==> config.mk <==
export PLATFORM = sky130hd
export DESIGN_NAME = packet_fifo
export DESIGN_NICKNAME = d
export VERILOG_FILES = /design/src/rtl/merge_config_pkg.sv /design/src/rtl/merge_packet_pkg.sv /design/src/rtl/packet_fifo.sv
export SDC_FILE = /design/constraint.sdc
export NUM_CORES = 2
export LEC_CHECK = 0
export ABC_AREA = 1
export BUFFER_PORTS_ARGS = -buffer_cell sky130_fd_sc_hd__buf_2
export CAP_MARGIN = 20
export CORE_MARGIN = 2
export CORE_UTILIZATION = 44
export CTS_BUF_LIST = sky130_fd_sc_hd__clkbuf_4
export DETAILED_ROUTE_END_ITERATION = 6
export HOLD_SLACK_MARGIN = 0.05
export PLACE_DENSITY = 0.73
export SLEW_MARGIN = 20
export SYNTH_ARGS = -nofsm -noshare
export SYNTH_HDL_FRONTEND = slang
export SYNTH_SLANG_ARGS = --single-unit
export TNS_END_PERCENT = 100
==> constraint.sdc <==
create_clock -name ap_clk -period 6.8 [get_ports ap_clk]
set_input_delay 0.68 -clock ap_clk [delete_from_list [all_inputs] [get_ports ap_clk]]
set_output_delay 0.68 -clock ap_clk [all_outputs]
set_load 0.01 [all_outputs]
==> src/rtl/merge_config_pkg.sv <==
package merge_config_pkg;

    // -------------------------------------------------------------------------
    // Engine shape and buffering
    // -------------------------------------------------------------------------
    localparam int MERGE_LANES = 2;
    localparam int FIFO_DEPTH  = 32;
    localparam int PROG_THRESH = 16;
    localparam int FIFO_PTR_W  = $clog2(FIFO_DEPTH);
    localparam int FIFO_CNT_W  = FIFO_PTR_W + 1;

    // -------------------------------------------------------------------------
    // Configuration word carried in memory responses
    // -------------------------------------------------------------------------
    localparam int CFG_INDEX_W = 4;
    localparam int CFG_VALUE_W = 28;

    localparam logic [CFG_INDEX_W-1:0] CFG_INDEX_MASK = 4'd0;
    localparam logic [CFG_INDEX_W-1:0] CFG_INDEX_OP   = 4'd1;

    typedef struct packed {
        logic [CFG_INDEX_W-1:0] cfg_index;
        logic [CFG_VALUE_W-1:0] cfg_value;
    } config_word_t;

    typedef enum logic [1:0] {
        MERGE_SUM = 2'd0,
        MERGE_MAX = 2'd1
    } merge_op_e;

    // Held configuration, one mask bit per lane
    typedef struct packed {
        logic [MERGE_LANES-1:0] lane_mask;
        merge_op_e              merge_op;
    } merge_config_t;

endpackage : merge_config_pkg

==> src/rtl/merge_packet_pkg.sv <==
package merge_packet_pkg;
    import merge_config_pkg::*;

    // -------------------------------------------------------------------------
    // Field widths
    // -------------------------------------------------------------------------
    localparam int DATA_W  = 32;
    localparam int ADDR_W  = 32;
    localparam int ID_W    = 8;
    localparam int COUNT_W = 16;

    // Lane packets carry a value, memory responses carry configuration
    typedef union packed {
        logic [DATA_W-1:0] value;
        config_word_t      cfg;
    } data_word_u;

    typedef struct packed {
        logic [ID_W-1:0]   id;
        logic [ADDR_W-1:0] address;
        data_word_u        data;
    } packet_payload_t;

    typedef struct packed {
        logic            valid;
        packet_payload_t payload;
    } mem_packet_t;

    typedef struct packed {
        logic               valid;
        logic [COUNT_W-1:0] packet_count;
        logic [ADDR_W-1:0]  base_address;
    } descriptor_t;

    typedef struct packed {
        logic empty;
        logic full;
        logic prog_full;
    } fifo_status_t;

    // Status seen by the outside while in reset
    localparam fifo_status_t FIFO_STATUS_RESET = '{empty: 1'b1, full: 1'b0, prog_full: 1'b0};

endpackage : merge_packet_pkg

==> src/rtl/packet_fifo.sv <==
module packet_fifo
    import merge_packet_pkg::*;
    import merge_config_pkg::*;
(
    input  logic            ap_clk,
    input  logic            areset_csr_engine,
    input  logic            wr_en,
    input  packet_payload_t din,
    input  logic            rd_en,
    output packet_payload_t dout,
    output logic            valid,
    output fifo_status_t    status
);

    packet_payload_t       mem [FIFO_DEPTH];
    logic [FIFO_PTR_W-1:0] wr_ptr;
    logic [FIFO_PTR_W-1:0] rd_ptr;
    logic [FIFO_CNT_W-1:0] count;
    logic                  push;
    logic                  pop;

    // Writes when full and reads when empty are dropped
    assign push = wr_en & ~status.full;
    assign pop  = rd_en & ~status.empty;

    assign status.empty     = (count == '0);
    assign status.full      = (count == FIFO_CNT_W'(FIFO_DEPTH));
    assign status.prog_full = (count >= FIFO_CNT_W'(PROG_THRESH));

    // -------------------------------------------------------------------------
    // Pointers and fill level
    // -------------------------------------------------------------------------
    always_ff @(posedge ap_clk) begin
        if (areset_csr_engine) begin
            wr_ptr <= '0;
            rd_ptr <= '0;
            count  <= '0;
            valid  <= 1'b0;
        end else begin
            valid <= pop;
            if (push) begin
                wr_ptr <= wr_ptr + 1'b1;
            end
            if (pop) begin
                rd_ptr <= rd_ptr + 1'b1;
            end
            case ({push, pop})
                2'b10:   count <= count + 1'b1;
                2'b01:   count <= count - 1'b1;
                default: count <= count;
            endcase
        end
    end

    // -------------------------------------------------------------------------
    // Storage and read data
    // -------------------------------------------------------------------------
    always_ff @(posedge ap_clk) begin
        if (push) begin
            mem[wr_ptr] <= din;
        end
        // Data lands one cycle after the pop, together with valid
        if (pop) begin
            dout <= mem[rd_ptr];
        end
    end

endmodule : packet_fifo

==> flow_summary_export.csv <==
group,metric,value,unit
status,status,"finished with violations",
status,violations,"design-rule violations",
clock_network,htree_num_levels,6,
timing,skew,140,ps
clock_network,cts_setup_buffers,0,
place,place_ws,3230,ps
timing,min_period_over_period,53.5,%
timing,worstMarginPinSlew,1240,ps
global_route,antenna_found_initial,20,
logic_synthesis,synth_sequential_area_ratio,70.1,%
detailed_routing,via_count,72000,
die,die_w,486,um
clock_network,post_cts_resized,0,
detailed_routing,wire_per_inst,20.0,um
logic_synthesis,synth_top_cell_area_share,69.7,%
detailed_routing,drt_iter0_markers,8259,
die,rows,177,
setup_path,cp-start-kind,"register",
place,postPlaceCellArea,106000,sq um
logic_synthesis,yosys.area.top_type,"edfxtp_1",
finish,layout-drive-gt1-share,11.2,%
timing,fmax,0.275,GHz
setup_path,cpMostUsedCell,"nor2_1",
job,max_cap_violations,0,
detailed_routing,dr.pass1.iters,7,
detailed_routing,ant_nets,0,
place,dp_hpwl,140000,um
die,die_h,486,um
logic_synthesis,avgSynthCellArea,10.3,sq um
clock_network,postCtsHoldBufs,76,
finish,postLayoutCoreUtil,49.1,%
detailed_routing,drc_errors,2,
setup_path,crit_fanout,103,
setup_path,path_cells,"buf_12 > nor2_4 > buf_4 > nand2_1 > nand3_1 > nor2_1 > nor2_1",
timing,finalHoldViolCount,0,
global_route,grt_pass1_vias,70700,
power_and_ir_drop,ir_worst_vdd,0.000270,V
setup_path,cp_slowest_cell,"dfxtp_4",
power_and_ir_drop,cellPowerDensity,317,nW/um^2
finish,final_cell_mix,"3609 x nand2_1, 2376 x edfxtp_1, 1627 x inv_1",
clock_network,cts_sinks,2393,
finish,fin_nets,10500,
global_route,grt_overflow,0,
logic_synthesis,netlist_instances,9954,
clock_network,cts_tree,"built",
setup_path,critPathBufInv,2,
setup_path,cpLargestDelayFamily,"buffers and inverters",
clock_network,cts_buffer_depth,4,
detailed_routing,wl,277000,um
timing,final_max_slew_viol_count,0,
clock_network,cts_root_buf,"clkbuf_4",
timing,setup_viol,0,
logic_synthesis,yosysWarnings,0,
logic_synthesis,synth_area_leaders,"edfxtp_1 70%, nand2_1 13%, inv_1 6.0%, nand3_1 5.6%, nor2_1 1.8%",
setup_path,critical_path_class,"reg2reg",
die,core-area,232000,sq um
global_route,grt_max_degree,216,
timing,grt_setup_unrepaired,"false",
setup_path,required,7860,ps
power_and_ir_drop,p_leak,49.0,nW
logic_synthesis,synthesis.nets,10000,
detailed_routing,viasPerCell,5.19,
setup_path,max_stage_delay,1030,ps
finish,area_growth_syn_to_layout,11.3,%
timing,final.setup.worst_slack,3160,ps
setup_path,crit_path_end_kind,"register",
timing,finalCriticalPeriod,3640,ps
die,start_util,44.1,%
logic_synthesis,synthDistinctLibCells,22,
finish,finalInstanceArea,114000,sq um
global_route,grt_pass1_wl,415000,um
place,portBuffers,151,
worst_hold_path,hold_class,"in2reg",
logic_synthesis,synth_seq_cells,2393,
die,ios,152,
logic_synthesis,synth_area,102000,sq um
die,dieArea,236000,sq um
finish,final_common_cell,"nand2_1",
timing,relSlewSlack,17.6,%
setup_path,critPathArrivalTime,4700,ps
place,place.gp.congestion,0.795,
clock_network,path_clk_slew,70,ps
timing,tns,0,ps
clock_network,clock_latency,1440,ps
clock_network,cts_made_buffers,617,
global_route,grt_use_total,23.0,%
[per-layer routing]
metal | wire (um) | track usage, % | vias up
met1 | 106000 | 29.8 | 34100
met5 | 70 | 0 | -
li1 | - | - | 33100
met3 | 30400 | 5.02 | 726
met2 | 129000 | 37.5 | 4083
met4 | 10700 | 9.78 | 10
[synth_stat cells]
| cell | count |
|---|---|
| edfxtp_1 | 2376 |
| buf_4 | 23 |
| dfxtp_1 | 17 |
| nor3_1 | 32 |
| inv_1 | 1629 |
| nor2_2 | 1 |
| o21ai_0 | 10 |
| clkinv_1 | 4 |
| nand3_1 | 1153 |
| clkbuf_1 | 135 |
| buf_1 | 61 |
| inv_2 | 5 |
| nand4_1 | 3 |
| nor2_1 | 490 |
| a21oi_1 | 120 |
| buf_6 | 2 |
| xnor2_1 | 1 |
| buf_2 | 263 |
| fa_1 | 1 |
| xor2_1 | 8 |
| ha_1 | 10 |
| nand2_1 | 3610 |
[logic make-up (layout without fill, tap and decap cells)]
group / count (synthesis) / in the layout / share of synthesized area (%)
other: 0 / 11 / 0
AOI/OAI and AO/OA: 130 / 130 / 0.636
adders and majority gates: 11 / 11 / 0.142
buffers and inverters: 2122 / 2977 / 8.21
DFF: 2393 / 2393 / 70.1
xor gates and xnor gates: 9 / 9 / 0.0771
and+or+nand+nor: 5289 / 5289 / 20.9
[registers in the layout, summed over array words and instances (netlist names)]
| signal | cells |
|---|---|
| valid | 1 |
| mem | 2304 |
| dout | 72 |
| rd_ptr | 5 |
| wr_ptr | 5 |
| count | 6 |
[power by group]
group          switching, mW  internal (mW)
logic                   5.22           2.01
clock network           5.67           6.09
registers              0.386           16.8
total                   11.3           24.9
[worst register-to-register path, stage by stage (launching register included)]
cell	delay (ps)
dfxtp_4	1030
buf_12	760
nor2_4	140
buf_4	460
nand2_1	240
nand3_1	100
nor2_1	560
nor2_1	110
[worst paths after layout]
| check | startpoint | to | slack, ps | cells past startpoint |
|---|---|---|---|---|
| setup / recovery | rd_ptr[2]$_SDFFE_PP0P_ | dout[67]$_DFFE_PP_ | 3160 | 7 |
| setup reg to reg | rd_ptr[2]$_SDFFE_PP0P_ | dout[67]$_DFFE_PP_ | 3160 | 7 |
| hold reg to reg | count[1]$_SDFFE_PP0P_ | count[1]$_SDFFE_PP0P_ | 550 | 2 |
| hold / removal | wr_en | wr_ptr[4]$_SDFFE_PP0P_ | 270 | 4 |
[layout make-up]
class                   instances  area [sq um]
well taps                    3043          3810
repair buffers                338          2540
fillers                     20100        118000
multi-input cells            5439         22400
diodes                         11          27.5
inverters                    1638          6190
clock buffers                 860          6460
clock inverters               141           800
flip-flops and latches       2393         71700
[through the flow]
stage	hold WS (ps)	power, mW	instances
floorplan	458	22.2	9954
global placement	520	24.4	12800
detailed placement	529	24.6	12800
CTS	129	36.3	13900
global route	201	37.9	13900
finish	265	36.1	13900
(Power assumes the default switching activity.)
