`config.mk`:
```
export PLATFORM = sky130hd
export DESIGN_NAME = merge_config_memory
export DESIGN_NICKNAME = d
export VERILOG_FILES = /design/src/rtl/merge_config_pkg.sv /design/src/rtl/merge_packet_pkg.sv /design/src/rtl/merge_config_memory.sv
export SDC_FILE = /design/constraint.sdc
export NUM_CORES = 1
export LEC_CHECK = 0
export BUFFER_PORTS_ARGS = -buffer_cell sky130_fd_sc_hd__buf_2
export CAP_MARGIN = 5
export CORE_MARGIN = 5
export CORE_UTILIZATION = 18
export CTS_CLUSTER_SIZE = 20
export DETAILED_ROUTE_END_ITERATION = 8
export GPL_ROUTABILITY_DRIVEN = 0
export GPL_TIMING_DRIVEN = 1
export PLACE_DENSITY = 0.78
export SYNTH_ARGS = -nofsm -noshare
export SYNTH_HDL_FRONTEND = slang
export SYNTH_SLANG_ARGS = --single-unit
```
`constraint.sdc`:
```
create_clock -name ap_clk -period 1 [get_ports ap_clk]
set_clock_uncertainty 0.05 [all_clocks]
set_input_delay 0.15 -clock ap_clk [delete_from_list [all_inputs] [get_ports ap_clk]]
set_output_delay 0.15 -clock ap_clk [all_outputs]
set_load 0.02 [all_outputs]
```
`src/rtl/merge_config_pkg.sv`:
```
package merge_config_pkg;

    // -------------------------------------------------------------------------
    // Engine shape and buffering
    // -------------------------------------------------------------------------
    localparam int MERGE_LANES = 2;
    localparam int FIFO_DEPTH  = 32;
    localparam int PROG_THRESH = 16;
    localparam int FIFO_PTR_W  = $clog2(FIFO_DEPTH);
    localparam int FIFO_CNT_W  = FIFO_PTR_W + 1;

    // -------------------------------------------------------------------------
    // Configuration word carried in memory responses
    // -------------------------------------------------------------------------
    localparam int CFG_INDEX_W = 4;
    localparam int CFG_VALUE_W = 28;

    localparam logic [CFG_INDEX_W-1:0] CFG_INDEX_MASK = 4'd0;
    localparam logic [CFG_INDEX_W-1:0] CFG_INDEX_OP   = 4'd1;

    typedef struct packed {
        logic [CFG_INDEX_W-1:0] cfg_index;
        logic [CFG_VALUE_W-1:0] cfg_value;
    } config_word_t;

    typedef enum logic [1:0] {
        MERGE_SUM = 2'd0,
        MERGE_MAX = 2'd1
    } merge_op_e;

    // Held configuration, one mask bit per lane
    typedef struct packed {
        logic [MERGE_LANES-1:0] lane_mask;
        merge_op_e              merge_op;
    } merge_config_t;

endpackage : merge_config_pkg

```
`src/rtl/merge_packet_pkg.sv`:
```
package merge_packet_pkg;
    import merge_config_pkg::*;

    // -------------------------------------------------------------------------
    // Field widths
    // -------------------------------------------------------------------------
    localparam int DATA_W  = 32;
    localparam int ADDR_W  = 32;
    localparam int ID_W    = 8;
    localparam int COUNT_W = 16;

    // Lane packets carry a value, memory responses carry configuration
    typedef union packed {
        logic [DATA_W-1:0] value;
        config_word_t      cfg;
    } data_word_u;

    typedef struct packed {
        logic [ID_W-1:0]   id;
        logic [ADDR_W-1:0] address;
        data_word_u        data;
    } packet_payload_t;

    typedef struct packed {
        logic            valid;
        packet_payload_t payload;
    } mem_packet_t;

    typedef struct packed {
        logic               valid;
        logic [COUNT_W-1:0] packet_count;
        logic [ADDR_W-1:0]  base_address;
    } descriptor_t;

    typedef struct packed {
        logic empty;
        logic full;
        logic prog_full;
    } fifo_status_t;

    // Status seen by the outside while in reset
    localparam fifo_status_t FIFO_STATUS_RESET = '{empty: 1'b1, full: 1'b0, prog_full: 1'b0};

endpackage : merge_packet_pkg

```
`src/rtl/merge_config_memory.sv`:
```
module merge_config_memory
    import merge_packet_pkg::*;
    import merge_config_pkg::*;
(
    input  logic          ap_clk,
    input  logic          areset_csr_engine,
    input  mem_packet_t   response_memory_in,
    output merge_config_t config_out,
    output logic          config_ready
);

    config_word_t cfg_word;
    logic         seen_mask;
    logic         seen_op;

    // Memory responses are read as configuration words
    assign cfg_word     = response_memory_in.payload.data.cfg;
    assign config_ready = seen_mask & seen_op;

    always_ff @(posedge ap_clk) begin
        if (areset_csr_engine) begin
            config_out <= '{lane_mask: '0, merge_op: MERGE_SUM};
            seen_mask  <= 1'b0;
            seen_op    <= 1'b0;
        end else if (response_memory_in.valid) begin
            case (cfg_word.cfg_index)
                CFG_INDEX_MASK: begin
                    config_out.lane_mask <= cfg_word.cfg_value[MERGE_LANES-1:0];
                    seen_mask            <= 1'b1;
                end
                CFG_INDEX_OP: begin
                    config_out.merge_op <=
                        merge_op_e'(cfg_word.cfg_value[$bits(merge_op_e)-1:0]);
                    seen_op             <= 1'b1;
                end
                // Unknown index, held configuration stays as it is
                default: ;
            endcase
        end
    end

endmodule : merge_config_memory

```
==> results of run 1 <==
## flip-flops by register name (all words and copies together), names as in the netlist
register and cells:
config_out 4, seen_mask 1, seen_op 1
## worst paths after layout
path,cells after the start,slack [ns],end
worst max register to register,2,0.37,seen_op$_SDFFE_PP0P_
worst max-delay path,2,-0.01,config_ready
worst min-delay path,2,0.09,seen_op$_SDFFE_PP0P_
worst min register to register,2,0.40,seen_mask$_SDFFE_PP0P_
## cells in the final DEF, fill, tap and decap left out
cell	netlist	final
and2_4	1	2
mux2i_1	4	4
buf_2	0	12
nor4b_4	1	1
nand2b_2	1	1
buf_6	0	1
a21oi_1	2	2
nand2b_1	6	6
dfxtp_2	0	1
inv_1	1	1
clkbuf_4	0	3
nor2_1	1	1
dfxtp_1	6	5
## area by class of cell
type / count / area [um^2]
fill: 147 / 955
multi-input combinational: 17 / 141
sequential: 6 / 121
timing repair buffer: 13 / 71.3
clock buffer: 3 / 22.5
tap: 15 / 18.8
inverter: 1 / 3.75
## cells by family (layout without fill, tap and decap cells)
kind of cell,Yosys count,after routing,share of synthesized area [%]
muxes,4,4,15.2
DFF,6,6,45.7
AOI/OAI and AO/OA,2,2,3.81
buffers and inverters,1,17,1.43
and+or+nand+nor,11,11,33.8
## power by group through the flow
| stage | registers (mW) | logic (mW) | clock network (mW) |
|---|---|---|---|
| 2_1_floorplan | 0.252 | 0.0178 | 0 |
| 3_3_place_gp | 0.250 | 0.0453 | 0 |
| 3_5_place_dp | 0.250 | 0.0462 | 0 |
| 4_1_cts | 0.245 | 0.0464 | 0.233 |
| 5_1_grt | 0.246 | 0.0505 | 0.240 |
| 6_report | 0.246 | 0.0455 | 0.216 |
## routing by layer
metal / wire length [um] / up-vias
li1: - / 112
met1: 208 / 96
met2: 229 / 12
met3: 78 / 0
met4: 0 / 0
met5: 0 / -
## worst register-to-register path, stage by stage (launching register included)
cell and delay, ns:
dfxtp_2 0.31, a21oi_1 0.11, nor2_1 0.05
## through the flow
stage	TNS, ns	cell area (um^2)	util [%]	hold WS, ns	instances
after global routing	-0.0426	379	28.4	0.0989	55
after detailed placement	-0.312	347	26.0	0.348	52
after global placement	-0.213	347	26.0	0.340	52
final	-0.0103	379	28.4	0.0942	55
after CTS	-0.0293	378	28.3	0.0853	55
after floorplan	0	263	-	0.169	24
==> metrics, run 1 <==
commonest cells in the synthesized netlist dfxtp_1, nand2b_1, mux2i_1; unrepaired setup endpoints after global routing yes; largest net degree at the start of global routing 9; slowest cell on the critical path dfxtp_1; worst path buffer plus inverter count 1; top-area cell type share of the netlist area 45.7%; top cells by area, synth dfxtp_1, mux2i_1, nand2b_1; initial antenna violation count 0; CP Launch Type flip-flop; fraction of layout cells with a size suffix above 1 52.5%; global-route wire length before repair 883 um; Design Power 507 uW; Post-Syn Area 263 um^2; cells after synthesis 24; Syn Area/Cell 10.9 um^2; remaining antenna violation count 0; # clock sinks 6; clk root buf clkbuf_4; # H-tree levels 1; Bufs on Longest Clock Path 2; GRT Overall Usage 6.07%; violated checks setup timing; post-cts resize count 3; max_slew headroom 81.9%; clk slew on worst S/H paths 0.04 ns; hold_sp areset_csr_engine; core area 0.00133 mm^2; drt initial violations 1; CP cell instances and2_4, buf_6; Avg WL per Cell 9.40 um; routing usage on met1 6.17%; met3 usage 4.80%; CP Class reg -> out; Critical R2R Launch seen_op$_SDFFE_PP0P_; Hold Path Class in -> reg; cts hold-fix bufs 0; die width 48.2 um; measured slew at the worst slew-check pin 0.271 ns; I/O pins 80; post-synth top area cell dfxtp_1; LEAKAGE 0.179 nW; Gate power share 9.0%; Congestion Overflow GR 0; Port Buffers 13; Total Wirelength 517 um; Slew Viols, Final 0; die height 48.2 um; Final setup viols 1; Synth async-reset ratio 0%; Skew-Pair Late Insertion Delay 0.24 ns; # DRC 0; vias in the first global route 211; switching power 102 uW; warnings from Yosys 0; most used routing layer met2; Crit path max-delay family flip-flops; number of synthesized flops with an enable pin 0; Place WS -0.119 ns; Worst Setup SP seen_mask$_SDFFE_PP0P_; post-CTS setup buffers 0; MaxCap Viol Count 0; fin nets 117; met2 usage 8.07%; Syn Nets 99; initial core utilization 19.7%; Crit Path Max Fanout 2; CTS tree built; Worst setup EP type primary output; sw frac 20.2%; Top FF cell, synth dfxtp_1; slowest cell delay on critical path 0.30 ns; fin crit share 101%; DR pass1 iterations 4; Synth cell types 10; row cnt 13; Seq/Total Area, Yosys 45.7%; post-DP HPWL 434 um; CP required 0.80 ns; outcome complete, but fails checks; worst vdd ir 821 uV; FMAX 990 MHz; die outline area 0.00232 mm^2; diodes inserted 0; #FFs+latches synth 6; clock share of power 42.5%; Internal 405 uW; min Tclk post-route 1.01 ns; final hold vios 0; area delta synth->final 44.3%; Via density 4.00; via count 220; CTS Buf Count 3; Pwr Density 1340 mW/mm^2; final worst setup slack -0.0103 ns; Seq pwr share 48.5%; Arr. time, crit path 0.81 ns
No activity file was read; power rests on OpenSTA's default activity.
==> run 2: changes to the inputs <==
--- a/config.mk
+++ b/config.mk
@@ -8,12 +8,12 @@
 export BUFFER_PORTS_ARGS = -buffer_cell sky130_fd_sc_hd__buf_2
 export CAP_MARGIN = 5
 export CORE_MARGIN = 5
-export CORE_UTILIZATION = 18
+export CORE_UTILIZATION = 16
 export CTS_CLUSTER_SIZE = 20
 export DETAILED_ROUTE_END_ITERATION = 8
 export GPL_ROUTABILITY_DRIVEN = 0
 export GPL_TIMING_DRIVEN = 1
-export PLACE_DENSITY = 0.78
+export PLACE_DENSITY = 0.73
 export SYNTH_ARGS = -nofsm -noshare
 export SYNTH_HDL_FRONTEND = slang
 export SYNTH_SLANG_ARGS = --single-unit
==> constraint.sdc (replaced) <==
create_clock -name ap_clk -period 0.8 [get_ports ap_clk]
set_clock_uncertainty 0.05 [all_clocks]
set_input_delay 0.12 -clock ap_clk [delete_from_list [all_inputs] [get_ports ap_clk]]
set_output_delay 0.12 -clock ap_clk [all_outputs]
set_load 0.02 [all_outputs]
==> run 2 against run 1 <==
The run still ends with setup timing left. Global-route usage is 0.43 points lower. Final cell count is 11% higher. Cell area is 22% higher. Register-to-register slack worse by 0.40 ns. Routed wire length is 12% higher. First-iteration DRC count is 100% lower. Worst hold slack worse by 0.038 ns. Count of clock-buffer cells in the layout stayed put. Die area is 9.9% higher. Flip-flop and latch count stayed put. Critical path type unchanged.
==> metrics, run 2 (synthesized netlist as in run 1, its figures left out) <==
outcome complete, but fails checks; violated checks setup timing; die outline area 0.00255 mm^2 (+9.9%); row cnt 14 (+1); Bufs on Longest Clock Path 2 (unchanged); GRT Overall Usage 5.64% (-0.43 points); Arr. time, crit path 0.81 ns (about the same); Setup Total Neg Slack -0.404 ns (-0.394 ns); Hold Path Class in -> reg; fin crit share 123%; global-route wire length before repair 1010 um (+15%); clk slew on worst S/H paths 0.05 ns (about the same); initial antenna violation count 0 (unchanged); CP required 0.63 ns (-0.17 ns); I/O pins 80 (unchanged); die height 50.5 um (+4.8%); Avg WL per Cell 9.46 um (+0.63%); Area after DPL 348 um^2 (+0.36%); worst vdd ir 403 uV (-51%); Final Hold Slack 0.0561 ns (-0.0381 ns); CTS Buf Count 3 (unchanged); max_slew headroom 82.5% (+0.57 points); min Tclk post-route 0.981 ns; final worst setup slack -0.181 ns (-0.171 ns); worst reg-to-reg setup slack -0.03 ns (-0.40 ns); Via density 3.98 (-0.41%); CP Class reg -> out; final instance area 462 um^2 (+22%); most common cell after layout, fill and taps aside buf_6; most frequent cells in the layout buf_6, nand2b_1, dfxtp_2, buf_2, buf_4; Biggest register config_out; drt initial violations 0 (-1); DR pass1 iterations 1 (-3); die width 50.5 um (+4.8%); Slew Viols, Final 0 (unchanged); CP Launch Type flip-flop; measured slew at the worst slew-check pin 0.262 ns (-0.00858 ns); Crit Path Max Fanout 2 (unchanged); Pwr Density 1420 mW/mm^2 (+6.2%); LEAKAGE 0.215 nW (+20%); fin nets 122 (+4.3%); Largest register FFs 4 (unchanged); Place WS -0.267 ns (-0.148 ns); vias in the first global route 241 (+14%); Largest regs config_out x4, seen_mask x1, seen_op x1; Port Buffers 13 (unchanged); cts hold-fix bufs 0 (unchanged); via count 243 (+10%); # clock sinks 6 (unchanged); unrepaired setup endpoints after global routing yes; Total Wirelength 577 um (+12%); Skew-Pair Late Insertion Delay 0.24 ns (about the same); largest net degree at the start of global routing 9 (unchanged); core area 0.00152 mm^2 (+14%); remaining antenna violation count 0 (unchanged); Congestion Overflow GR 0 (unchanged); CTS tree built; # DRC 0 (unchanged); final hold vios 0 (unchanged); FMAX 1020 MHz; Final setup viols 6 (+5); fraction of layout cells with a size suffix above 1 68.9% (+16 points); area delta synth->final 75.7%; # H-tree levels 1 (unchanged); Worst setup EP type primary output; diodes inserted 0 (unchanged); clk root buf clkbuf_4; MaxCap Viol Count 0 (unchanged); initial core utilization 17.2% (-2.5 points)
[run 2: changes by cell type in the layout (fill, tap and decap cells not counted), sizes merged]
| cell | delta |
|---|---|
| buf | +5 |
[run 2: metal layers]
layer	global-route usage, %	vias up	wire length (um)
met1	5.33	109	215
met3	4.44	2	77
li1	-	122	-
met5	0	-	0
met2	7.64	10	275
met4	5.11	0	8
[run 2: worst paths after layout]
check / startpoint / to / cells after the start
worst max-delay path: seen_op$_SDFFE_PP0P_ / config_ready / 2
worst min-delay path: areset_csr_engine / seen_mask$_SDFFE_PP0P_ / 2
worst max register to register: config_out[2]$_SDFFE_PP0P_ / config_out[2]$_SDFFE_PP0P_ / 4
worst min register to register: seen_mask$_SDFFE_PP0P_ / seen_mask$_SDFFE_PP0P_ / 2
[run 2: where the power goes]
| group | switching, mW | total, mW | internal, mW |
|---|---|---|---|
| registers | 0.00263 | 0.308 | 0.306 |
| clock network | 0.107 | 0.276 | 0.170 |
| logic | 0.0265 | 0.0712 | 0.0447 |
[run 2: cell type report]
class                           count  area [um^2]
Clock buffer                        3         22.5
Fill cell                         167         1060
Inverter                            1         3.75
Multi-Input combinational cell     17          141
Sequential cell                     6          128
Tap cell                           16         20.0
Timing Repair Buffer               18          146
[run 2: what timing repair did]
action,CTS,global route
setup endpoints to repair,7,7
pin swaps,3,2
buffers inserted,3,2
gates resized for setup,18,1
[run 2: metrics by stage]
step,total power [mW],instances,utilization [%]
6_report,0.655,61,30.3
5_1_grt,0.706,61,30.3
4_1_cts,0.665,59,28.9
3_5_place_dp,0.371,53,22.8
3_3_place_gp,0.370,53,22.8
2_1_floorplan,0.338,24,-
[run 2: worst max-delay path, cell delays in order (launching register included)]
cell     delay (ns)
dfxtp_2        0.31
and2_4         0.14
buf_6          0.12
==> run 3: changes to the inputs <==
--- a/config.mk
+++ b/config.mk
@@ -13,7 +13,7 @@
 export DETAILED_ROUTE_END_ITERATION = 8
 export GPL_ROUTABILITY_DRIVEN = 0
 export GPL_TIMING_DRIVEN = 1
-export PLACE_DENSITY = 0.73
+export PLACE_DENSITY_LB_ADDON = 0.25
 export SYNTH_ARGS = -nofsm -noshare
 export SYNTH_HDL_FRONTEND = slang
 export SYNTH_SLANG_ARGS = --single-unit
==> run 3 against run 2 <==
Clock power barely moved. Final cell count decreased by 4.9%. Via count decreased by 4.1%. Count of clock-buffer cells in the layout unchanged. Flip-flop and latch count unchanged. Critical path depth is the same. First-iteration DRC count up 1. Critical path type unchanged. Fmax down 0.69%. Worst hold slack gained 0.012 ns. The run still ends with setup timing left.
==> metrics, run 3 (synthesized netlist as in run 1, its figures left out) <==
outcome complete, but fails checks; violated checks setup timing; final worst setup slack -0.188 ns (-0.00680 ns); LEAKAGE 0.199 nW (-7.6%); clk root buf clkbuf_4; CTS Buf Count 3 (unchanged); initial antenna violation count 0 (unchanged); area delta synth->final 67.1%; I/O pins 80 (unchanged); CTS tree built; CP Launch Type flip-flop; remaining antenna violation count 0 (unchanged); fillers 166 (-0.60%); # H-tree levels 1 (unchanged); core area 0.00152 mm^2 (unchanged); Final setup viols 6 (unchanged); largest net degree at the start of global routing 9 (unchanged); # placed instances 53 (unchanged); Largest regs config_out x4, seen_mask x1, seen_op x1; die height 50.5 um (unchanged); die width 50.5 um (unchanged); FMAX 1010 MHz (-0.69%); Worst setup EP type primary output; global-route wire length before repair 1060 um (+4.0%); GRT Overall Usage 6.06% (+0.42 points); DR pass1 iterations 2 (+1); final hold vios 0 (unchanged); Biggest register config_out; # DRC 0 (unchanged); clk slew on worst S/H paths 0.04 ns (about the same); worst reg-to-reg setup slack 0.07 ns (+0.10 ns); Crit Path Max Fanout 2 (unchanged); via count 233 (-4.1%); final core utilization 28.8% (-1.5 points); min Tclk post-route 0.988 ns (+0.00679 ns); post-route non-filler standard cell count 58 (-4.9%); fin nets 119 (-2.5%); CP Class reg -> out; worst vdd ir 434 uV (+7.7%); unrepaired setup endpoints after global routing yes; row cnt 14 (unchanged); drt initial violations 1 (+1); cts hold-fix bufs 0 (unchanged); Worst R2R Path Depth 3 (-1); Congestion Overflow GR 0 (unchanged); Arr. time, crit path 0.82 ns (about the same); max_slew headroom 81.5% (-0.96 points); Pwr Density 1480 mW/mm^2 (+4.5%); # clock sinks 6 (unchanged); Avg WL per Cell 10.7 um (+13%); Slew Viols, Final 0 (unchanged); Final Hold Slack 0.0685 ns (+0.0124 ns); Via density 4.02 (+0.84%); Setup Total Neg Slack -0.402 ns (+0.00151 ns); die outline area 0.00255 mm^2 (unchanged); fin crit share 123% (+0.85 points); initial core utilization 17.2% (unchanged); most common cell after layout, fill and taps aside buf_6; final instance area 439 um^2 (-4.9%); fraction of layout cells with a size suffix above 1 66.7% (-2.2 points); MaxCap Viol Count 0 (unchanged); Largest register FFs 4 (unchanged); diodes inserted 0 (unchanged); Skew-Pair Late Insertion Delay 0.24 ns (about the same); Total Wirelength 618 um (+7.1%); Hold Path Class in -> reg; Area after DPL 348 um^2 (unchanged); measured slew at the worst slew-check pin 0.276 ns (+0.0143 ns); most frequent cells in the layout buf_6, nand2b_1, dfxtp_2, buf_2, mux2i_1; Port Buffers 13 (unchanged); vias in the first global route 246 (+2.1%); CP required 0.63 ns (about the same); Min-Delay Path Depth 2 (unchanged); Bufs on Longest Clock Path 2 (unchanged)
run 3: cell count changes in the layout (fill, tap and decap cells not counted):
| cell | previous run | this run |
|---|---|---|
| buf_4 | 5 | 2 |
run 3: metal layers:
| metal | vias to the layer above | part of all wire, % | global-route usage [%] |
|---|---|---|---|
| li1 | 116 | - | - |
| met1 | 105 | 43 | 6.39 |
| met2 | 12 | 42 | 7.23 |
| met3 | 0 | 15 | 4.44 |
| met4 | 0 | 0 | 6.38 |
| met5 | - | 0 | 0 |
run 3: stage by stage:
stage	worst slack (ns)	power, mW
after floorplan	-0.0928	0.338
after detailed placement	-0.271	0.371
after global placement	-0.252	0.371
after CTS	-0.200	0.668
final	-0.188	0.652
after global routing	-0.220	0.694
run 3: power by group:
| group | internal [mW] | total (mW) | switching, mW | leakage [nW] |
|---|---|---|---|---|
| combinational | 0.0428 | 0.0697 | 0.0269 | 0.134 |
| clock | 0.169 | 0.274 | 0.104 | 0.0138 |
| sequential | 0.306 | 0.309 | 0.00288 | 0.0515 |
run 3: what timing repair did:
item / 4_1_cts / 5_1_grt
buffers inserted: 0 / 2
pin swaps: 2 / 3
gates cloned: 0 / 0
gates resized for setup: 18 / 1
endpoints found under the setup margin: 7 / 7
run 3: path summary, 6_finish.rpt:
| path | startpoint | end |
|---|---|---|
| worst max-delay path | seen_op$_SDFFE_PP0P_ | config_ready |
| worst min-delay path | areset_csr_engine | seen_mask$_SDFFE_PP0P_ |
| worst max register to register | config_out[1]$_SDFFE_PP0P_ | config_out[1]$_SDFFE_PP0P_ |
| worst min register to register | seen_mask$_SDFFE_PP0P_ | seen_mask$_SDFFE_PP0P_ |
run 3: cell type report:
type | count | area (um^2) | area share (%)
clock buffer | 3 | 22.5 | 5.13
inverter | 1 | 3.75 | 0.855
multi-input combinational | 17 | 141 | 32.2
sequential | 6 | 128 | 29.1
tap | 16 | 20.0 | 4.56
timing repair buffer | 15 | 124 | 28.2
run 3: critical path, stage by stage, from the launching register on:
cell	delay [ns]
dfxtp_2	0.31
and2_4	0.15
buf_6	0.12
