### src/rtl/merge_config_pkg.sv
package merge_config_pkg;

    // -------------------------------------------------------------------------
    // Engine shape and buffering
    // -------------------------------------------------------------------------
    localparam int MERGE_LANES = 2;
    localparam int FIFO_DEPTH  = 32;
    localparam int PROG_THRESH = 16;
    localparam int FIFO_PTR_W  = $clog2(FIFO_DEPTH);
    localparam int FIFO_CNT_W  = FIFO_PTR_W + 1;

    // -------------------------------------------------------------------------
    // Configuration word carried in memory responses
    // -------------------------------------------------------------------------
    localparam int CFG_INDEX_W = 4;
    localparam int CFG_VALUE_W = 28;

    localparam logic [CFG_INDEX_W-1:0] CFG_INDEX_MASK = 4'd0;
    localparam logic [CFG_INDEX_W-1:0] CFG_INDEX_OP   = 4'd1;

    typedef struct packed {
        logic [CFG_INDEX_W-1:0] cfg_index;
        logic [CFG_VALUE_W-1:0] cfg_value;
    } config_word_t;

    typedef enum logic [1:0] {
        MERGE_SUM = 2'd0,
        MERGE_MAX = 2'd1
    } merge_op_e;

    // Held configuration, one mask bit per lane
    typedef struct packed {
        logic [MERGE_LANES-1:0] lane_mask;
        merge_op_e              merge_op;
    } merge_config_t;

endpackage : merge_config_pkg

### src/rtl/merge_packet_pkg.sv
package merge_packet_pkg;
    import merge_config_pkg::*;

    // -------------------------------------------------------------------------
    // Field widths
    // -------------------------------------------------------------------------
    localparam int DATA_W  = 32;
    localparam int ADDR_W  = 32;
    localparam int ID_W    = 8;
    localparam int COUNT_W = 16;

    // Lane packets carry a value, memory responses carry configuration
    typedef union packed {
        logic [DATA_W-1:0] value;
        config_word_t      cfg;
    } data_word_u;

    typedef struct packed {
        logic [ID_W-1:0]   id;
        logic [ADDR_W-1:0] address;
        data_word_u        data;
    } packet_payload_t;

    typedef struct packed {
        logic            valid;
        packet_payload_t payload;
    } mem_packet_t;

    typedef struct packed {
        logic               valid;
        logic [COUNT_W-1:0] packet_count;
        logic [ADDR_W-1:0]  base_address;
    } descriptor_t;

    typedef struct packed {
        logic empty;
        logic full;
        logic prog_full;
    } fifo_status_t;

    // Status seen by the outside while in reset
    localparam fifo_status_t FIFO_STATUS_RESET = '{empty: 1'b1, full: 1'b0, prog_full: 1'b0};

endpackage : merge_packet_pkg

### src/rtl/merge_generator.sv
module merge_generator
    import merge_packet_pkg::*;
    import merge_config_pkg::*;
(
    input  logic                   ap_clk,
    input  logic                   areset_csr_engine,
    input  descriptor_t            descriptor_in,
    input  merge_config_t          config_in,
    input  logic                   config_ready,
    input  mem_packet_t            lane_packet [MERGE_LANES],
    input  fifo_status_t           lane_status [MERGE_LANES],
    output logic [MERGE_LANES-1:0] lane_pop,
    input  logic                   out_full,
    output mem_packet_t            request_out,
    output logic                   done
);

    typedef enum logic [1:0] {
        GEN_IDLE,
        GEN_POP,
        GEN_MERGE
    } gen_state_e;

    gen_state_e         state;
    merge_config_t      job_cfg;
    logic [COUNT_W-1:0] job_count;
    logic [ADDR_W-1:0]  job_base;
    logic [COUNT_W-1:0] pop_idx;
    logic [COUNT_W-1:0] merge_idx;
    logic               pop_pending;
    logic               lanes_ready;
    logic               job_start;
    logic               pop_fire;
    logic               merge_fire;
    logic [DATA_W-1:0]  merged;

    assign job_start = (state == GEN_IDLE) & descriptor_in.valid & config_ready
                     & (descriptor_in.packet_count != '0);

    // Every enabled lane must hold a packet before a step is popped
    always_comb begin
        lanes_ready = 1'b1;
        for (int i = 0; i < MERGE_LANES; i++) begin
            if (job_cfg.lane_mask[i] && lane_status[i].empty) begin
                lanes_ready = 1'b0;
            end
        end
    end

    assign pop_fire   = (state == GEN_POP) & lanes_ready & ~out_full;
    assign lane_pop   = {MERGE_LANES{pop_fire}} & job_cfg.lane_mask;
    assign merge_fire = pop_pending;

    // Sum wraps at 32 bits, max is unsigned
    always_comb begin
        merged = '0;
        for (int i = 0; i < MERGE_LANES; i++) begin
            if (job_cfg.lane_mask[i] && lane_packet[i].valid) begin
                if (job_cfg.merge_op == MERGE_MAX) begin
                    if (lane_packet[i].payload.data.value > merged) begin
                        merged = lane_packet[i].payload.data.value;
                    end
                end else begin
                    merged = merged + lane_packet[i].payload.data.value;
                end
            end
        end
    end

    // -------------------------------------------------------------------------
    // Job FSM
    // -------------------------------------------------------------------------
    always_ff @(posedge ap_clk) begin
        if (areset_csr_engine) begin
            state       <= GEN_IDLE;
            pop_idx     <= '0;
            merge_idx   <= '0;
            pop_pending <= 1'b0;
            done        <= 1'b1;
        end else begin
            pop_pending <= pop_fire;
            if (merge_fire) begin
                merge_idx <= merge_idx + 1'b1;
            end
            case (state)
                GEN_IDLE: begin
                    if (job_start) begin
                        state     <= GEN_POP;
                        pop_idx   <= '0;
                        merge_idx <= '0;
                        done      <= 1'b0;
                    end
                end
                GEN_POP: begin
                    if (pop_fire) begin
                        pop_idx <= pop_idx + 1'b1;
                        if (pop_idx == job_count - 1'b1) begin
                            state <= GEN_MERGE;
                        end
                    end
                end
                GEN_MERGE: begin
                    // Last step's data arrives one cycle after its pop
                    if (merge_fire && (merge_idx == job_count - 1'b1)) begin
                        state <= GEN_IDLE;
                        done  <= 1'b1;
                    end
                end
                default: state <= GEN_IDLE;
            endcase
        end
    end

    // Job parameters are frozen for the whole run
    always_ff @(posedge ap_clk) begin
        if (job_start) begin
            job_cfg   <= config_in;
            job_count <= descriptor_in.packet_count;
            job_base  <= descriptor_in.base_address;
        end
    end

    // -------------------------------------------------------------------------
    // Merged request
    // -------------------------------------------------------------------------
    always_ff @(posedge ap_clk) begin
        request_out.valid              <= merge_fire;
        request_out.payload.id         <= merge_idx[ID_W-1:0];
        request_out.payload.address    <= job_base + ADDR_W'({merge_idx, 2'b00});
        request_out.payload.data.value <= merged;
        if (areset_csr_engine) begin
            request_out.valid <= 1'b0;
        end
    end

endmodule : merge_generator

### config.mk
export PLATFORM = sky130hd
export DESIGN_NAME = merge_generator
export DESIGN_NICKNAME = d
export VERILOG_FILES = /design/src/rtl/merge_config_pkg.sv /design/src/rtl/merge_packet_pkg.sv /design/src/rtl/merge_generator.sv
export SDC_FILE = /design/constraint.sdc
export NUM_CORES = 1
export LEC_CHECK = 0
export BUFFER_PORTS_ARGS = -buffer_cell sky130_fd_sc_hd__clkbuf_2
export CAP_MARGIN = 20
export CORE_MARGIN = 8
export CORE_UTILIZATION = 50
export DETAILED_ROUTE_END_ITERATION = 6
export HOLD_SLACK_MARGIN = 0.12
export PLACE_DENSITY = 0.84
export SYNTH_ARGS = -nofsm -noshare
export SYNTH_HDL_FRONTEND = slang
export SYNTH_SLANG_ARGS = --single-unit
### constraint.sdc
create_clock -name ap_clk -period 6.8 [get_ports ap_clk]
set_input_delay 0.68 -clock ap_clk [delete_from_list [all_inputs] [get_ports ap_clk]]
set_output_delay 0.68 -clock ap_clk [all_outputs]
set_load 0.02 [all_outputs]
==> impl_metrics.toml, run 1 <==
[outcome]
outcome = "finished, final reports clean"

[placement]
hpwl_um = 20000
io_buffers = 200
dpl-instance-area_mm2 = 0.0109
place_congestion = 0.931
pre_cts_ws_ps = 1790

[floorplanning]
rows = 51
io_pins = 285
die_h_um = 155
die_w_um = 155
dieArea_mm2 = 0.0241
initial_core_util = 0.503
core_area_mm2 = 0.0193

[setup_path]
worst-endpoint-required_ps = 7120
critPathMaxStageDelay_ps = 860
path_cells = "and2_1, nand2_1, ha_1, nand4_1, nor4_1, nand3_1, o21a_1, a32oi_1, a21o_1, a22oi_1, o21ai_0"
worstPathMaxFanout = 25
critPathSlowestCell = "a21o_1"
crit_path_end_kind = "register"
cp_top_family = "simple AND/OR/NAND/NOR gates"
critPathLaunchType = "register"
critical_path_class = "reg2reg"
cp_num_buf_inv = 0
critical_path_arrival_ps = 5010

[clock_network]
cts_root_buf = "clkbuf_16"
postCtsHoldBufs = 0
cts.path.max_buffers = 2
cts.sinks = 161
h-tree-depth = 4
numCtsBuffers = 17
clkTransAtPathRegs_ps = 70
cts_tree = "built"
cts_setup_buffers = 0
cts-resized-gates = 0
worstSkewPairLatency_ps = 430

[routing]
drcViolationCount = 0
post_drt_wl_per_cell_um = 17.2
first_pass_iters = 5
vias = 8615
wirelength_um = 26500
viasPerCell = 5.60
first_iter_violations = 571
antenna_left = 0

[layout]
layout_common_cells = "200 x clkbuf_2, 109 x dfxtp_1, 95 x nor2_1"
fin_nets = 1551
synthToLayoutAreaGrowth_pct = 18.7
layout_commonest_cell = "clkbuf_2"
drive_gt1_frac = 0.207
fin_area_mm2 = 0.0115
fillers = 1632

[timing]
fmax_ghz = 0.213
worst_pin_slew_ps = 979
relSlewSlack = 0.348
grt_setup_unrepaired = "false"
setup_ws_ps = 2110
fin_setup_tns_ps = 0
finalSetupViolCount = 0
skew_ps = 12.5
maxSlewViolCount = 0
period_needed_ps = 4690
period_share = 0.690
whs_ps = 332
hold_viol_final = 0

[synth]
syn_nets = 1367
ys_seq_area_frac = 0.386
synthCells = 1074
yosysWarnings = 0
ys_ff_latch = 161
synth-async-reset-ratio = 0
ys.flop_type = "dfxtp_1"
syn_area_mm2 = 0.00969
synth_cell_type_count = 76
syn_area_per_cell_um2 = 9.03
synth_edf_count = 52

[global_routing]
antenna_found_initial = 2
grt_pass1_vias = 8741
grt-ovfl-total = 0
grt_pass1_wl_um = 43000
grt_max_degree = 53
track_usage = 0.219

[min_path]
hp-class = "reg2reg"

[pwr]
power_leakage_nw = 5.10
total_power_mw = 2.36
p_per_area_mw_per_mm2 = 205
max-vdd-ir-drop_mv = 0.211

[run]
max_cap_viol_count = 0
## metal layers
layer | vias to the layer above | global-route usage | part of all wire
met4 | 0 | 0.0693 | 0.019
met3 | 32 | 0.0549 | 0.080
met1 | 4023 | 0.268 | 0.42
li1 | 4203 | - | -
met5 | - | 0 | 0
met2 | 357 | 0.372 | 0.48
## where the power goes
part           switching, mW  internal (mW)
Sequential            0.0226           1.04
Clock                  0.450          0.492
Combinational          0.221          0.137
Total                  0.694           1.67
## state kept, by name, indices dropped and copies added (netlist names)
| name | cells |
|---|---|
| request_out | 73 |
| job_base | 32 |
| job_count | 16 |
| merge_idx | 16 |
| pop_idx | 16 |
| job_cfg | 4 |
| state | 2 |
| done | 1 |
| merge_fire | 1 |
## cells in the mapped netlist, drive strengths merged, types with 3 or more instances
library cell,count,area [um2]
dfxtp,109,2180
nor2,95,357
ha,82,1030
nand2,80,305
inv,79,297
a21oi,69,349
xnor2,65,569
edfxtp,52,1560
o21ai,50,250
xor2,48,420
clkbuf,37,139
nand3,30,150
nor3,25,141
nand4,22,138
nor4,19,138
or3,18,113
a22oi,17,128
and3,16,100
nor2b,12,75.1
a211oi,10,75.1
a21o,9,67.6
and2,8,50.1
nand2b,8,50.1
o31ai,8,60.1
a222oi,7,70.1
a31oi,7,43.8
o21bai,7,52.6
or4,7,60.1
a221oi,6,52.6
o21a,6,45.0
o41ai,6,82.6
or2,5,31.3
mux2i,4,40.0
nand3b,4,33.8
o2111ai,4,41.3
o221ai,4,35.0
o311a,4,41.3
buf,3,20.0
nor3b,3,22.5
o211ai,3,22.5
## through the flow
stage               utilization  instances
floorplan                     -       1074
global placement          0.566       1503
detailed placement        0.566       1503
CTS                       0.596       1535
global route              0.597       1538
finish                    0.597       1538
## final cells by class
| class | count | area (um2) | area share |
|---|---|---|---|
| diodes | 2 | 5.00 | 0.000435 |
| clock buffers | 17 | 425 | 0.0370 |
| clock inverters | 15 | 161 | 0.0140 |
| inverters | 79 | 297 | 0.0258 |
| multi-input cells | 794 | 5500 | 0.478 |
| flip-flops and latches | 161 | 3740 | 0.325 |
| well taps | 265 | 332 | 0.0288 |
| repair buffers | 205 | 1050 | 0.0909 |
## kinds of logic after synthesis
logic type                 after synthesis  share of synthesized area
AOI/OAI and AO/OA                      235                      0.163
and+or+nand+nor                        358                      0.188
adders and majority gates               84                      0.110
muxes                                    4                    0.00413
DFF                                    161                      0.386
xor gates and xnor gates               113                      0.102
buffers and inverters                  119                     0.0470
## final timing paths
check        cells after the start  slack (ps)             startpoint                      end
min reg2reg                      0         330  job_base[0]$_DFFE_PP_  request_out[32]$_DFF_P_
max                             11        2110   job_cfg[2]$_DFFE_PP_   request_out[7]$_DFF_P_
max reg2reg                     11        2110   job_cfg[2]$_DFFE_PP_   request_out[7]$_DFF_P_
min                              0         330  job_base[0]$_DFFE_PP_  request_out[32]$_DFF_P_
Note: power is estimated with default switching activity, not from simulation.
==> inputs of run 2 (changes only) <==
Clock period 6.8 ns to 4.7 ns, I/O delays scaled along.
==> run 2 against run 1 <==
Worst setup slack worse by 1300 ps; routed wire length is 0.38% lower; non-clock buffer count is 2 higher; register-to-register slack worse by 1300 ps; combinational power is 46% higher; critical path type unchanged; largest power group unchanged.
==> impl_metrics.toml, run 2 (same netlist as run 1, synthesis figures left out) <==
[setup_path]
timing.rr.start = "job_cfg[2]$_DFFE_PP_"
critical_path_arrival_ps = 4170
ff2ff_path_depth = 13
critical_path_class = "reg2reg"
r2r_slack_ps = 800
r2r_end = "request_out[28]$_DFF_P_"
cp-startpoint = "job_cfg[2]$_DFFE_PP_"
crit_end = "request_out[28]$_DFF_P_"
worstPathMaxFanout = 30
worst-endpoint-required_ps = 4970
critPathLaunchType = "register"
crit_path_end_kind = "register"

[layout]
largestRegisters = "request_out x73, job_base x32"
layout_commonest_cell = "clkbuf_2"
fin_nets = 1553
layout_common_cells = "200 x clkbuf_2, 109 x dfxtp_1, 95 x nor2_1"
drive_gt1_frac = 0.207
regMostFlops = "request_out"
synthToLayoutAreaGrowth_pct = 19.1
fin_area_mm2 = 0.0115
largest_reg_flops = 73

[clock_network]
cts.path.max_buffers = 2
numCtsBuffers = 17
worstSkewPairLatency_ps = 430
cts-resized-gates = 0
clkTransAtPathRegs_ps = 80
cts.sinks = 161
cts_setup_buffers = 0
h-tree-depth = 4
cts_tree = "built"
cts_root_buf = "clkbuf_16"
postCtsHoldBufs = 0

[routing]
viasPerCell = 5.61
wirelength_um = 26400
antenna_left = 0
post_drt_wl_per_cell_um = 17.1
drcViolationCount = 0
first_iter_violations = 593
vias = 8641
first_pass_iters = 5

[timing]
grt_setup_unrepaired = "false"
finalSetupViolCount = 0
relSlewSlack = 0.350
fin_setup_tns_ps = 0
fmax_ghz = 0.256
period_share = 0.830
period_needed_ps = 3900
hold_viol_final = 0
maxSlewViolCount = 0
worst_pin_slew_ps = 971
skew_ps = 17.0

[pwr]
max-vdd-ir-drop_mv = 0.299
power_leakage_nw = 5.11
p_per_area_mw_per_mm2 = 296

[floorplanning]
rows = 51
die_h_um = 155
dieArea_mm2 = 0.0241
initial_core_util = 0.503
core_area_mm2 = 0.0193
io_pins = 285
die_w_um = 155

[placement]
io_buffers = 200
hpwl_um = 20300
place_congestion = 0.902
dpl-instance-area_mm2 = 0.0109

[global_routing]
track_usage = 0.219
grtUsageMet2 = 0.371
grt_pass1_vias = 8716
gr-usage-met1 = 0.256
antenna_found_initial = 2
grt_max_degree = 53
grt-ovfl-total = 0
use_met3 = 0.0677
top_usage_layer = "met2"
grt_pass1_wl_um = 42500

[outcome]
outcome = "finished, final reports clean"

[run]
max_cap_viol_count = 0

[min_path]
hp-class = "in2reg"
==> run 2: per-layer routing <==
layer  routed length [um]  share of wire
met5                    0              0
met4                  764          0.029
met3                 2350          0.089
met2                12500           0.47
met1                10800           0.41
==> run 2: worst min path at each step <==
stage / from / end / slack (ps) / cells past startpoint
6_report: config_in[1] / job_cfg[1]$_DFFE_PP_ / 210 / 1
4_1_cts: config_in[1] / job_cfg[1]$_DFFE_PP_ / 200 / 1
5_1_grt: config_in[1] / job_cfg[1]$_DFFE_PP_ / 190 / 1
3_3_place_gp: job_base[1]$_DFFE_PP_ / request_out[33]$_DFF_P_ / 320 / 0
3_5_place_dp: job_base[1]$_DFFE_PP_ / request_out[33]$_DFF_P_ / 350 / 0
2_1_floorplan: job_base[0]$_DFFE_PP_ / request_out[32]$_DFF_P_ / 320 / 0
==> run 2: worst max-delay path, stage by stage (launching register included) <==
cell and delay, ps:
edfxtp_1 440, and2_1 220, buf_12 200, nand2_1 90, ha_1 380, nor2_1 90, o311a_1 330, o41ai_2 600
o31ai_1 240, a21oi_2 290, o21bai_1 160, a311oi_1 410, xnor2_1 190, o21ai_0 100
==> run 2: layout make-up <==
| cell class | count | area (um2) |
|---|---|---|
| fillers | 1610 | 7730 |
| multi-input cells | 794 | 5500 |
| flip-flops and latches | 161 | 3740 |
| repair buffers | 207 | 1070 |
| clock buffers | 18 | 439 |
| well taps | 265 | 332 |
| inverters | 79 | 297 |
| clock inverters | 14 | 149 |
| diodes | 3 | 7.51 |
==> run 2: through the flow <==
stage	utilization	instances	setup slack, ps	hold WS (ps)	total power, mW
3_5_place_dp	0.567	1505	757	353	2.07
3_3_place_gp	0.567	1505	785	324	2.06
4_1_cts	0.598	1537	810	201	3.44
2_1_floorplan	-	1074	1120	323	1.88
6_report	0.599	1541	800	209	3.42
5_1_grt	0.599	1540	529	193	3.56
==> run 2: report_power, final <==
part	internal, mW	switching, mW	total, mW
Combinational	0.200	0.320	0.521
Sequential	1.50	0.0325	1.53
Clock	0.761	0.606	1.37
==> inputs of run 3 (changes only) <==
Settings changed: ABC_AREA set to 1, PLACE_DENSITY 0.84 to 0.82.
Clock period 4.7 ns to 3.66 ns, I/O delays scaled along.
==> run 3 against run 2 <==
Flip-flop and latch count unchanged; first-iteration DRC count up 43%; synthesized cell count is 47% higher; clock skew about the same; largest power group unchanged; die area increased by 12%; final area increased by 15%.
==> impl_metrics.toml, run 3 <==
[routing]
viasPerCell = 5.37
wirelength_um = 34900
first_iter_violations = 848
post_drt_wl_per_cell_um = 16.4
antenna_left = 0
first_pass_iters = 5
drcViolationCount = 0
vias = 11400

[clock_network]
numCtsBuffers = 17
cts.path.max_buffers = 2
clkTransAtPathRegs_ps = 70
cts_setup_buffers = 0
h-tree-depth = 4
cts-resized-gates = 0
cts_tree = "built"
cts.sinks = 161
worstSkewPairLatency_ps = 440
cts_root_buf = "clkbuf_16"

[synth]
synth_top_area_share = 0.199
yosysMostFrequentCell = "nand2_1"
ys.flop_type = "dfxtp_1"
yosysWarnings = 0
syn_area_mm2 = 0.0110
synth-async-reset-ratio = 0
synth_edf_count = 52
yosys-top-cells-count = "435 x nand2_1, 208 x inv_1, 159 x nor2_1"
synthCells = 1582
synth.area.top_cells = "dfxtp_1 20%, nand2_1 15%, edfxtp_1 14%"
ys_seq_area_frac = 0.342
syn_nets = 1875
synth_top_area_cell = "dfxtp_1"
synth_cell_type_count = 51
syn_area_per_cell_um2 = 6.92
ys_ff_latch = 161

[floorplanning]
initial_core_util = 0.505
die_w_um = 164
io_pins = 285
dieArea_mm2 = 0.0269
core_area_mm2 = 0.0217
die_h_um = 164
rows = 54

[layout]
layout_common_cells = "435 x nand2_1, 207 x inv_1, 200 x clkbuf_2"
fin_nets = 2123
fillers = 2024
synthToLayoutAreaGrowth_pct = 20.9
largestRegisters = "request_out x73, job_base x32"
layout_commonest_cell = "nand2_1"
drive_gt1_frac = 0.153
largest_reg_flops = 73
regMostFlops = "request_out"
multiInputGateArea_mm2 = 0.00625
diodes = 0
regArea_mm2 = 0.00374

[min_path]
hp-class = "in2reg"

[timing]
grt_setup_unrepaired = "false"
whs_ps = 137
fin_setup_tns_ps = 0
finalSetupViolCount = 0
fmax_ghz = 0.320
relSlewSlack = 0.509
skew_ps = 17.0
hold_viol_final = 0
period_needed_ps = 3120
period_share = 0.853
worst_pin_slew_ps = 736
maxSlewViolCount = 0

[global_routing]
grt_max_degree = 53
track_usage = 0.260
antenna_found_initial = 2
grt_pass1_wl_um = 55500
grt-ovfl-total = 0
grt_pass1_vias = 11100

[placement]
io_buffers = 200
place_congestion = 0.981
hpwl_um = 27400

[pwr]
max-vdd-ir-drop_mv = 0.313
p_per_area_mw_per_mm2 = 349
power_leakage_nw = 6.61

[setup_path]
r2r_slack_ps = 540
crit_path_end_kind = "register"
critical_path_arrival_ps = 3440
worst-endpoint-required_ps = 3980
worstPathMaxFanout = 32
ff2ff_path_depth = 15
timing.rr.start = "job_cfg[2]$_DFFE_PP_"
critical_path_class = "reg2reg"
cp-startpoint = "job_cfg[2]$_DFFE_PP_"
critPathLaunchType = "register"
r2r_end = "request_out[0]$_DFF_P_"
crit_end = "request_out[0]$_DFF_P_"

[outcome]
outcome = "finished, final reports clean"

[run]
max_cap_viol_count = 0
run 3: changes by cell type in the layout (fill, tap and decap cells not counted), moves of 20 or more:
| cell | change |
|---|---|
| nand2_1 | +357 |
| inv_1 | +129 |
| nand3_1 | +121 |
| nor2_1 | +63 |
| xnor2_1 | -52 |
| dlygate4sd3_1 | +43 |
| a21oi_1 | +42 |
| xor2_1 | -20 |
run 3: critical path, cell delays in order (launching register included):
cell and delay [ps]:
edfxtp_1 380, nand2_1 100, inv_1 120, buf_12 200
nand2_1 120, ha_1 400, nand4_1 180, nor2_1 230
and3_1 270, nand2_2 90, nand2_4 100, nand2_4 170
nand2_2 300, nand2_1 180, nand2_1 120, nand2_1 50
run 3: cell families after synthesis:
family	Yosys count	share of synthesized area
and+or+nand+nor	854	0.340
buffers and inverters	239	0.0880
AOI/OAI and AO/OA	203	0.100
xor gates and xnor gates	41	0.0328
adders and majority gates	84	0.0973
DFF	161	0.342
run 3: worst min-delay path by stage:
| stage | startpoint | to | slack [ps] | cells after the start |
|---|---|---|---|---|
| 5_1_grt | descriptor_in[25] | job_base[25]$_DFFE_PP_ | 130 | 1 |
| 3_3_place_gp | job_base[0]$_DFFE_PP_ | request_out[32]$_DFF_P_ | 320 | 0 |
| 4_1_cts | descriptor_in[30] | job_base[30]$_DFFE_PP_ | 120 | 1 |
| 6_report | descriptor_in[25] | job_base[25]$_DFFE_PP_ | 140 | 1 |
| 2_1_floorplan | job_base[0]$_DFFE_PP_ | request_out[32]$_DFF_P_ | 320 | 0 |
| 3_5_place_dp | job_base[1]$_DFFE_PP_ | request_out[33]$_DFF_P_ | 340 | 0 |
run 3: per-layer routing:
metal	share of wire	track usage	up-vias
met5	0.00066	0	-
met4	0.034	0.121	4
li1	-	-	5683
met2	0.46	0.436	458
met1	0.43	0.320	5175
met3	0.076	0.0446	75
run 3: where the power goes:
part / leakage, nW / internal [mW] / switching [mW]
logic: 4.95 / 0.304 / 0.560
clock network: 0.283 / 0.960 / 0.827
registers: 1.38 / 1.93 / 0.0405
total: 6.61 / 3.19 / 1.43
run 3: per-stage QoR:
step                setup WS, ps  power, mW   util  std cells  cell area (um2)
floorplan                   1080       2.53      -       1582            11000
global placement             580       2.81  0.564       2048            12200
detailed placement           539       2.82  0.564       2048            12200
CTS                          576       4.63  0.611       2123            13200
global route                 264       4.82  0.611       2123            13200
finish                       539       4.62  0.611       2123            13200
run 3: what timing repair did:
action                                  4_1_cts  5_1_grt
endpoints found under the setup margin        0        0
endpoints found under the hold margin        43        0
hold buffers                                 43        0
run 3: area by class of cell:
class | instances | area share
Clock buffer | 17 | 0.0321
Clock inverter | 15 | 0.0112
Inverter | 215 | 0.0609
Multi-Input combinational cell | 1182 | 0.472
Sequential cell | 161 | 0.283
Tap cell | 280 | 0.0265
Timing Repair Buffer | 253 | 0.115
